### src/isaPkg.sv
// Instruction-set definitions shared by the decoder, status logic and top level of the control unit
package isaPkg;

	// Instruction field widths, opcode in the upper bits of the byte
	localparam int OpcodeWidth = 5;
	localparam int CondWidth   = 3;

	// Status register bit positions
	localparam int FlagZ     = 0;
	localparam int FlagC     = 1;
	localparam int FlagV     = 2;
	localparam int FlagN     = 3;
	localparam int FlagWidth = 4;

	// Condition codes that select the INTERRUPT enable and disable forms
	localparam logic [CondWidth-1:0] IntCodeEnable  = 3'd1;
	localparam logic [CondWidth-1:0] IntCodeDisable = 3'd2;

	typedef logic [FlagWidth-1:0] flagsT;

	typedef enum logic [OpcodeWidth-1:0] {
		ADD       = 5'b00000,
		ADDI      = 5'b00001,
		ADC       = 5'b00010,
		SUB       = 5'b00100,
		SUBI      = 5'b00101,
		CMP       = 5'b00110,
		CMPI      = 5'b00111,
		AND       = 5'b01000,
		OR        = 5'b01001,
		XOR       = 5'b01010,
		NOT       = 5'b01011,
		LSL       = 5'b01100,
		LSR       = 5'b01101,
		LDW       = 5'b10100,
		STW       = 5'b10101,
		BRANCH    = 5'b11000,
		INTERRUPT = 5'b11100
	} opcodeT;

	// Branch condition field, codes 6 and 7 never branch
	typedef enum logic [CondWidth-1:0] {
		BR  = 3'd0,
		BNE = 3'd1,
		BE  = 3'd2,
		BLT = 3'd3,
		BGE = 3'd4,
		BWL = 3'd5
	} branchT;

endpackage

### src/controlPkg.sv
// Sequencer states, datapath select codes and control-word structs driven by the control unit
package controlPkg;

	typedef enum logic [1:0] {
		fetch,
		execute,
		interrupt
	} stateT;

	typedef enum logic [2:0] {
		cycle0,
		cycle1,
		cycle2,
		cycle3,
		cycle4
	} subCycleT;

	// Instruction classes, which decide how long execute runs
	typedef enum logic [2:0] {
		aluOp,
		compare,
		memory,
		branch,
		intCtl
	} instrClassT;

	typedef enum logic       {Op1Rd1, Op1Pc}            op1SelT;
	typedef enum logic [1:0] {Op2Imm, Op2Rd2, Op2Zero}  op2SelT;
	typedef enum logic       {ImmShort, ImmLong}        immSelT;
	typedef enum logic [1:0] {Pc1, PcAluOut, PcInt}     pcSelT;
	typedef enum logic       {WdAlu, WdSys}             wdSelT;
	typedef enum logic       {Rs1Ra, Rs1Rd}             rs1SelT;
	typedef enum logic       {NoOr, SubOr}              aluOrSelT;

	// External bus strobes, n-prefixed fields are active low
	typedef struct packed {
		logic ALE;
		logic nME;
		logic nOE;
		logic nWE;
		logic ENB;
		logic MemEn;
	} busCtlT;

	typedef struct packed {
		logic     AluEn;
		logic     AluWe;
		logic     RegWe;
		logic     PcEn;
		logic     PcWe;
		logic     IrWe;
		logic     LrWe;
		op1SelT   Op1Sel;
		op2SelT   Op2Sel;
		immSelT   ImmSel;
		pcSelT    PcSel;
		wdSelT    WdSel;
		rs1SelT   Rs1Sel;
		aluOrSelT AluOr;
	} dataCtlT;

	// Idle bus, memory deselected and no strobes
	localparam busCtlT BusIdle = '{ALE: 1'b0, nME: 1'b1, nOE: 1'b1, nWE: 1'b1,
		ENB: 1'b0, MemEn: 1'b0};

	localparam dataCtlT DataIdle = '{AluEn: 1'b0, AluWe: 1'b0, RegWe: 1'b0, PcEn: 1'b0,
		PcWe: 1'b0, IrWe: 1'b0, LrWe: 1'b0, Op1Sel: Op1Rd1, Op2Sel: Op2Imm,
		ImmSel: ImmLong, PcSel: Pc1, WdSel: WdAlu, Rs1Sel: Rs1Ra, AluOr: NoOr};

endpackage

### src/instructionDecode.sv
// Combinational decoder turning state, sub-cycle and opcode into bus and datapath control
module instructionDecode import isaPkg::*, controlPkg::*; (
	input  stateT                             state,
	input  subCycleT                          subCycle,
	input  logic [OpcodeWidth+CondWidth-1:0]  opcodeCond,
	input  logic                              branchTaken,
	input  logic                              nWait,
	output instrClassT                        instrClass,
	output busCtlT                            busCtl,
	output dataCtlT                           dataCtl,
	output logic                              statusWe,
	output logic                              intEnable,
	output logic                              intDisable
);

	opcodeT                opcode;
	logic [CondWidth-1:0]  cond;
	logic                  immForm;
	logic                  subForm;

	assign opcode = opcodeT'(opcodeCond[OpcodeWidth+CondWidth-1 -: OpcodeWidth]);
	assign cond   = opcodeCond[CondWidth-1:0];

	// Operand forms of the single-cycle ALU group
	assign immForm = (opcode == ADDI) || (opcode == SUBI) || (opcode == CMPI) ||
		(opcode == LSL) || (opcode == LSR);
	assign subForm = (opcode == SUB) || (opcode == SUBI) || (opcode == CMP) || (opcode == CMPI);

	always_comb begin
		case (opcode)
			ADD, ADDI, ADC, SUB, SUBI, AND, OR, XOR, NOT, LSL, LSR: instrClass = aluOp;
			CMP, CMPI:  instrClass = compare;
			LDW, STW:   instrClass = memory;
			BRANCH:     instrClass = branch;
			// Unknown opcodes just step the PC
			default:    instrClass = intCtl;
		endcase
	end

	always_comb begin
		busCtl     = BusIdle;
		dataCtl    = DataIdle;
		statusWe   = 1'b0;
		intEnable  = 1'b0;
		intDisable = 1'b0;
		case (state)
			fetch:
				case (subCycle)
					cycle0: begin
						busCtl.ALE    = 1'b1;
						dataCtl.PcEn  = 1'b1;
					end
					cycle1: begin
						busCtl.nME    = 1'b0;
						dataCtl.PcEn  = 1'b1;
					end
					cycle2: begin
						busCtl.nME    = 1'b0;
						busCtl.nOE    = 1'b0;
						busCtl.MemEn  = 1'b1;
						busCtl.ENB    = 1'b1;
						// Load only on the last wait cycle
						dataCtl.IrWe  = nWait;
					end
					cycle3: dataCtl.PcEn = 1'b1;
					default: ;
				endcase
			execute:
				case (subCycle)
					cycle4:
						case (instrClass)
							aluOp, compare: begin
								dataCtl.PcEn  = 1'b1;
								dataCtl.PcWe  = 1'b1;
								dataCtl.RegWe = (instrClass == aluOp);
								statusWe      = 1'b1;
								dataCtl.AluOr = subForm ? SubOr : NoOr;
								if (immForm)
									dataCtl.ImmSel = ImmShort;
								else if (opcode != NOT)
									dataCtl.Op2Sel = Op2Rd2;
							end
							memory: begin
								// Effective address into the ALU register
								dataCtl.AluEn  = 1'b1;
								dataCtl.AluWe  = 1'b1;
								dataCtl.ImmSel = ImmShort;
							end
							branch: begin
								dataCtl.AluEn  = 1'b1;
								dataCtl.PcWe   = 1'b1;
								dataCtl.Op1Sel = Op1Pc;
								dataCtl.PcSel  = branchTaken ? PcAluOut : Pc1;
								dataCtl.LrWe   = branchTaken && (cond == BWL);
							end
							default: begin
								dataCtl.PcEn  = 1'b1;
								dataCtl.PcWe  = 1'b1;
								intEnable     = (opcode == INTERRUPT) && (cond == IntCodeEnable);
								intDisable    = (opcode == INTERRUPT) && (cond == IntCodeDisable);
							end
						endcase
					cycle0: begin
						busCtl.ALE     = 1'b1;
						dataCtl.AluEn  = 1'b1;
						dataCtl.ImmSel = ImmShort;
					end
					cycle1: begin
						// Store data or pass-through value from Rd
						busCtl.nME     = 1'b0;
						dataCtl.AluEn  = 1'b1;
						dataCtl.AluWe  = 1'b1;
						dataCtl.Op2Sel = Op2Zero;
						dataCtl.Rs1Sel = Rs1Rd;
					end
					cycle2: begin
						busCtl.nME    = 1'b0;
						dataCtl.PcWe  = nWait;
						if (opcode == LDW) begin
							busCtl.nOE    = 1'b0;
							busCtl.MemEn  = 1'b1;
							busCtl.ENB    = 1'b1;
							dataCtl.WdSel = WdSys;
							dataCtl.RegWe = nWait;
						end else begin
							dataCtl.AluEn  = 1'b1;
							dataCtl.Op2Sel = Op2Zero;
						end
					end
					cycle3:
						if (opcode == STW) begin
							busCtl.nWE     = 1'b0;
							dataCtl.AluEn  = 1'b1;
							dataCtl.Op2Sel = Op2Zero;
						end else
							dataCtl.PcEn = 1'b1;
					default: ;
				endcase
			interrupt:
				case (subCycle)
					cycle4: intDisable = 1'b1;
					cycle2: dataCtl.PcEn = 1'b1;
					cycle3: begin
						dataCtl.PcEn  = 1'b1;
						dataCtl.PcWe  = 1'b1;
						dataCtl.PcSel = PcInt;
					end
					default: ;
				endcase
			default: ;
		endcase
	end

endmodule

### src/cycleSequencer.sv
// Major-state and sub-cycle register of the control unit, with wait states and interrupt entry
module cycleSequencer import controlPkg::*; (
	input  logic       Clock,
	input  logic       nReset,
	input  instrClassT instrClass,
	input  logic       intReq,
	input  logic       nWait,
	output stateT      state,
	output subCycleT   subCycle
);

	stateT    stateNext;
	subCycleT subCycleNext;
	logic     instrDone;

	always_comb begin
		stateNext    = state;
		subCycleNext = subCycle;
		instrDone    = 1'b0;
		case (state)
			fetch:
				case (subCycle)
					cycle0: subCycleNext = cycle1;
					cycle1: subCycleNext = cycle2;
					cycle2:
						// Memory not ready, hold the bus cycle
						if (nWait)
							subCycleNext = cycle3;
					cycle3: begin
						stateNext    = execute;
						subCycleNext = cycle4;
					end
					default: subCycleNext = cycle0;
				endcase
			execute:
				case (subCycle)
					cycle4:
						if (instrClass == memory)
							subCycleNext = cycle0;
						else
							instrDone = 1'b1;
					cycle0: subCycleNext = cycle1;
					cycle1: subCycleNext = cycle2;
					cycle2:
						if (nWait)
							subCycleNext = cycle3;
					cycle3: instrDone = 1'b1;
					default: instrDone = 1'b1;
				endcase
			interrupt:
				// Entry runs cycle4 then cycle0 to cycle3, no wait states
				case (subCycle)
					cycle4: subCycleNext = cycle0;
					cycle0: subCycleNext = cycle1;
					cycle1: subCycleNext = cycle2;
					cycle2: subCycleNext = cycle3;
					default: begin
						stateNext    = fetch;
						subCycleNext = cycle0;
					end
				endcase
			default: begin
				stateNext    = fetch;
				subCycleNext = cycle0;
			end
		endcase

		// Interrupts are taken only between instructions
		if (instrDone) begin
			if (intReq) begin
				stateNext    = interrupt;
				subCycleNext = cycle4;
			end else begin
				stateNext    = fetch;
				subCycleNext = cycle0;
			end
		end
	end

	always_ff @(posedge Clock or negedge nReset) begin
		if (!nReset) begin
			state    <= fetch;
			subCycle <= cycle0;
		end else begin
			state    <= stateNext;
			subCycle <= subCycleNext;
		end
	end

endmodule

### src/statusFlags.sv
// Status register loaded from the ALU flags, with branch condition resolution for the decoder
module statusFlags import isaPkg::*; (
	input  logic   Clock,
	input  logic   nReset,
	input  flagsT  Flags,
	input  logic   statusWe,
	input  branchT cond,
	output flagsT  StatusReg,
	output logic   CFlag,
	output logic   branchTaken
);

	always_ff @(posedge Clock or negedge nReset) begin
		if (!nReset)
			StatusReg <= '0;
		else if (statusWe)
			StatusReg <= Flags;
	end

	assign CFlag = StatusReg[FlagC];

	// Signed compare results use N against V
	always_comb begin
		case (cond)
			BR, BWL: branchTaken = 1'b1;
			BNE:     branchTaken = !StatusReg[FlagZ];
			BE:      branchTaken = StatusReg[FlagZ];
			BLT:     branchTaken = StatusReg[FlagN] != StatusReg[FlagV];
			BGE:     branchTaken = StatusReg[FlagN] == StatusReg[FlagV];
			default: branchTaken = 1'b0;
		endcase
	end

endmodule

### src/interruptControl.sv
// Interrupt request synchronizer and enable flag feeding the cycle sequencer
module interruptControl (
	input  logic Clock,
	input  logic nReset,
	input  logic nIRQ,
	input  logic intEnable,
	input  logic intDisable,
	output logic intReq
);

	logic irqSync1;
	logic irqSync2;
	logic intEnabled;

	always_ff @(posedge Clock or negedge nReset) begin
		if (!nReset) begin
			irqSync1   <= 1'b0;
			irqSync2   <= 1'b0;
			intEnabled <= 1'b0;
		end else begin
			irqSync1 <= !nIRQ;
			irqSync2 <= irqSync1;
			// Disable wins over a same-cycle enable
			if (intDisable)
				intEnabled <= 1'b0;
			else if (intEnable)
				intEnabled <= 1'b1;
		end
	end

	assign intReq = irqSync2 && intEnabled;

endmodule

### src/cpuControl.sv
// Top level of the processor control unit, joining decoder, sequencer, status and interrupt logic
module cpuControl import isaPkg::*, controlPkg::*; (
	input  logic                             Clock,
	input  logic                             nReset,
	input  logic [OpcodeWidth+CondWidth-1:0] OpcodeCondIn,
	input  flagsT                            Flags,
	input  logic                             nIRQ,
	input  logic                             nWait,
	output busCtlT                           busCtl,
	output dataCtlT                          dataCtl,
	output flagsT                            StatusReg,
	output logic                             CFlag
);

	stateT      state;
	subCycleT   subCycle;
	instrClassT instrClass;
	logic       statusWe;
	logic       intEnable;
	logic       intDisable;
	logic       branchTaken;
	logic       intReq;

	instructionDecode i_decode (
		.state       (state),
		.subCycle    (subCycle),
		.opcodeCond  (OpcodeCondIn),
		.branchTaken (branchTaken),
		.nWait       (nWait),
		.instrClass  (instrClass),
		.busCtl      (busCtl),
		.dataCtl     (dataCtl),
		.statusWe    (statusWe),
		.intEnable   (intEnable),
		.intDisable  (intDisable)
	);

	cycleSequencer i_sequencer (
		.Clock      (Clock),
		.nReset     (nReset),
		.instrClass (instrClass),
		.intReq     (intReq),
		.nWait      (nWait),
		.state      (state),
		.subCycle   (subCycle)
	);

	// Condition field is the low bits of the instruction byte
	statusFlags i_status (
		.Clock       (Clock),
		.nReset      (nReset),
		.Flags       (Flags),
		.statusWe    (statusWe),
		.cond        (branchT'(OpcodeCondIn[CondWidth-1:0])),
		.StatusReg   (StatusReg),
		.CFlag       (CFlag),
		.branchTaken (branchTaken)
	);

	interruptControl i_interrupt (
		.Clock      (Clock),
		.nReset     (nReset),
		.nIRQ       (nIRQ),
		.intEnable  (intEnable),
		.intDisable (intDisable),
		.intReq     (intReq)
	);

endmodule

### config.mk
export PLATFORM = sky130hd
export DESIGN_NAME = cpuControl
export DESIGN_NICKNAME = d
export VERILOG_FILES = /design/src/isaPkg.sv /design/src/controlPkg.sv /design/src/instructionDecode.sv /design/src/cycleSequencer.sv /design/src/statusFlags.sv /design/src/interruptControl.sv /design/src/cpuControl.sv
export SDC_FILE = /design/constraint.sdc
export NUM_CORES = 1
export LEC_CHECK = 0
export BUFFER_PORTS_ARGS = -buffer_cell sky130_fd_sc_hd__buf_2
export CORE_UTILIZATION = 52
export DETAILED_ROUTE_END_ITERATION = 6
export PLACE_DENSITY_LB_ADDON = 0.08
export RECOVER_POWER = 50
export SLEW_MARGIN = 15
export SYNTH_ARGS = -nofsm -noshare
export SYNTH_HDL_FRONTEND = slang
export SYNTH_SLANG_ARGS = --single-unit
### constraint.sdc
create_clock -name Clock -period 3.3 [get_ports Clock]
set_input_delay 0 -clock Clock [delete_from_list [all_inputs] [get_ports Clock]]
set_output_delay 0 -clock Clock [all_outputs]
set_load 0.02 [all_outputs]
==> results.toml <==
[run_status]
run_status = "finished, final reports clean"

[run]
cap_violations = 0

[synth]
synthDistinctLibCells = 45
synthTopCellsByArea = "dfrtp_1, ha_1, mux2_2, nor2_1, nor3_1"
synth_common_cells = "dfrtp_1, nor2_1, inv_1, nand2_1, nor3_1"
synth-edff-count = 0
avgSynthCellArea_um2 = 8.39
synth_seq_cells = 12
yosysSeqAreaShare = 0.277
synth_flop_cell = "dfrtp_1"
synthArstFlopShare = 1.00
netlist_area_um2 = 1080
synth_top_area_share = 0.277
synth.most_common_cell = "dfrtp_1"
synth_warnings = 0
synth_top_cell_by_area = "dfrtp_1"
syn_nets = 149
synthCells = 129

[critical_path]
critical_path_class = "flip-flop to flip-flop"
critical_path.max_fanout = 13
critPathSlowestCell = "ha_1"
crit_family = "simple AND/OR/NAND/NOR gates"
crit_chain = "inv_1 -> ha_1 -> nand4bb_1 -> or2_4 -> a311oi_4 -> mux2_2"
cp_num_buf_inv = 1
cp_data_arrival_time_ns = 2.44
r2r_slack_ns = 1.00
slowest_delay_ns = 0.44
crit_required_ns = 3.44
critPathCaptureType = "flip-flop"
worstSetupStartpointType = "flip-flop"

[drt]
first_iter_violations = 18
ant_nets = 0
finalWirelength_um = 2580
firstDrtPassIters = 4
wl_per_cell_um = 13.0
routed_via_density = 5.77
vias = 1143
drc = 0

[power_and_ir_drop]
p_leak_nw = 0.676
power_frac_seq = 0.288
power.internal_uw = 465
peakVddDrop_v = 0.000707
swShare = 0.513
power_density_nw_per_um2 = 707
switchingPower_uw = 489
power.share.combinational = 0.629
clkPwrFrac = 0.083

[floorplan]
ios = 43
dieWidth_um = 47.6
start_util = 0.552
num_rows = 16
core_um2 = 1960
die_y_um = 47.6
die-area_um2 = 2270

[clock_network]
cts_root_buffer = "clkbuf_4"
cts_max_path_buffers = 2
cts_tree = "yes"
post_cts_buffers = 0
cts-htree-levels = 1
clock_latency_ns = 0.26
clock-sinks = 12
cts_resized = 0
clkTransAtPathRegs_ns = 0.06
cts_buffers = 3
ctsHoldBuffers = 6

[timing]
post-route-min-period_ns = 2.30
tightest_slew_ns = 0.904
slew_headroom = 0.390
skew_ns = 0.00532
setup_viol = 0
period_share = 0.697
max_freq_ghz = 0.435
rsz0062_at_grt = "no"
finalSetupTns_ns = 0
finalHoldViolCount = 0
finalMaxSlewViolations = 0

[place]
dpl.hpwl_um = 1960
postPlaceCellArea_um2 = 1280
io_buffers = 42
gp_congestion = 0.840

[final_layout]
finalNetCount = 193
fillers = 193
antenna_cells = 0
drive_above_1_share = 0.257
final_area_um2 = 1350
syn_to_final_growth_pct = 24.6

[grt]
grt_pass1_vias = 928
grt_use_total = 0.240
grt_pass1_wl_um = 3840
gr-total-overflow = 0
grt_max_degree = 17
antenna_found_initial = 0

[worst_hold_path]
hold_class = "input port to flip-flop"
## tightest hold or removal path: stages
cell and delay [ns]:
buf_2 0.11, nor3_1 0.06, a31oi_1 0.16, a41oi_1 0.05
## cell families after synthesis
| group | share of synthesized area |
|---|---|
| AO/OA/AOI/OAI | 0.242 |
| flip-flops | 0.277 |
| buffers and inverters | 0.0705 |
| AND/OR/NAND/NOR | 0.296 |
| adder cells (fa/ha/maj) | 0.0462 |
| multiplexers | 0.0601 |
| XOR/XNOR | 0.00809 |
## cells in the final DEF (no fill, tap or decap), types with 2 or more instances in the layout
cell | synthesis | layout
a21o_1 | 2 | 2
clkbuf_4 | 0 | 3
dfrtp_1 | 12 | 12
nor3_1 | 7 | 7
mux2_2 | 4 | 4
dlygate4sd3_1 | 0 | 6
nor2b_1 | 4 | 4
ha_1 | 4 | 4
nor4_1 | 3 | 3
nor2_1 | 11 | 11
or3_1 | 2 | 2
nand2_1 | 7 | 7
mux2i_1 | 2 | 2
inv_1 | 9 | 9
o2bb2ai_1 | 2 | 2
nand4bb_1 | 3 | 3
a22oi_1 | 2 | 2
o22ai_1 | 2 | 2
and3_1 | 4 | 4
nand2b_1 | 4 | 4
buf_2 | 1 | 34
nor3b_1 | 2 | 2
a41o_1 | 2 | 2
a21oi_1 | 4 | 4
o21ai_0 | 6 | 6
clkbuf_1 | 6 | 8
o21bai_1 | 2 | 2
nand3_1 | 2 | 2
## final cells by class
type	instances	area, um2	area share
clock buffer	3	22.5	0.0167
inverter	9	33.8	0.0250
multi-input combinational	99	698	0.518
sequential	12	300	0.223
tap	27	33.8	0.0250
timing repair buffer	48	260	0.193
## per-stage QoR
stage | worst slack (ns) | hold WS, ns | utilization | cells | power [mW]
finish | 1.00 | 0.172 | 0.688 | 198 | 0.954
global route | 0.863 | 0.217 | 0.688 | 198 | 1.04
CTS | 0.979 | 0.125 | 0.696 | 198 | 0.973
detailed placement | 0.999 | -0.117 | 0.654 | 189 | 0.882
global placement | 1.11 | -0.119 | 0.654 | 189 | 0.868
floorplan | 1.33 | -0.296 | - | 129 | 0.720
## sequential cells by signal, indices dropped and copies added, names as in the netlist
name                    cells
i_interrupt.irqSync2        1
i_status.StatusReg          4
i_interrupt.irqSync1        1
i_sequencer.state           2
i_sequencer.subCycle        3
i_interrupt.intEnabled      1
## path summary, 6_finish.rpt
path	startpoint	end	depth (start not counted)
hold / removal	OpcodeCondIn[2]	i_interrupt.intEnabled$_DFFE_PN0P_	4
hold reg to reg	i_interrupt.irqSync1$_DFF_PN0_	i_interrupt.irqSync2$_DFF_PN0_	0
min in group asynchronous	nReset	i_status.StatusReg[2]$_DFFE_PN0P_	2
setup reg to reg	i_sequencer.state[1]$_DFFE_PN0P_	i_status.StatusReg[2]$_DFFE_PN0P_	6
setup / recovery	i_sequencer.state[1]$_DFFE_PN0P_	i_status.StatusReg[2]$_DFFE_PN0P_	6
max in group asynchronous	nReset	i_sequencer.subCycle[0]$_DFFE_PN0P_	2
## per-layer routing
metal / wire length [um] / global-route usage / vias up / share of wire
met5: 0 / 0 / - / 0
met3: 137 / 0.0151 / 2 / 0.053
met2: 1290 / 0.400 / 47 / 0.50
met4: 12 / 0.111 / 0 / 0.0046
met1: 1140 / 0.321 / 533 / 0.44
li1: - / - / 561 / -
## power by group through the flow
stage               Combinational (mW)  Clock, mW  Sequential (mW)
detailed placement               0.606          0            0.276
finish                           0.600     0.0796            0.275
global route                     0.661     0.0921            0.286
global placement                 0.594          0            0.273
floorplan                        0.452          0            0.267
CTS                              0.613     0.0857            0.274
No activity file was read; power rests on OpenSTA's default activity.
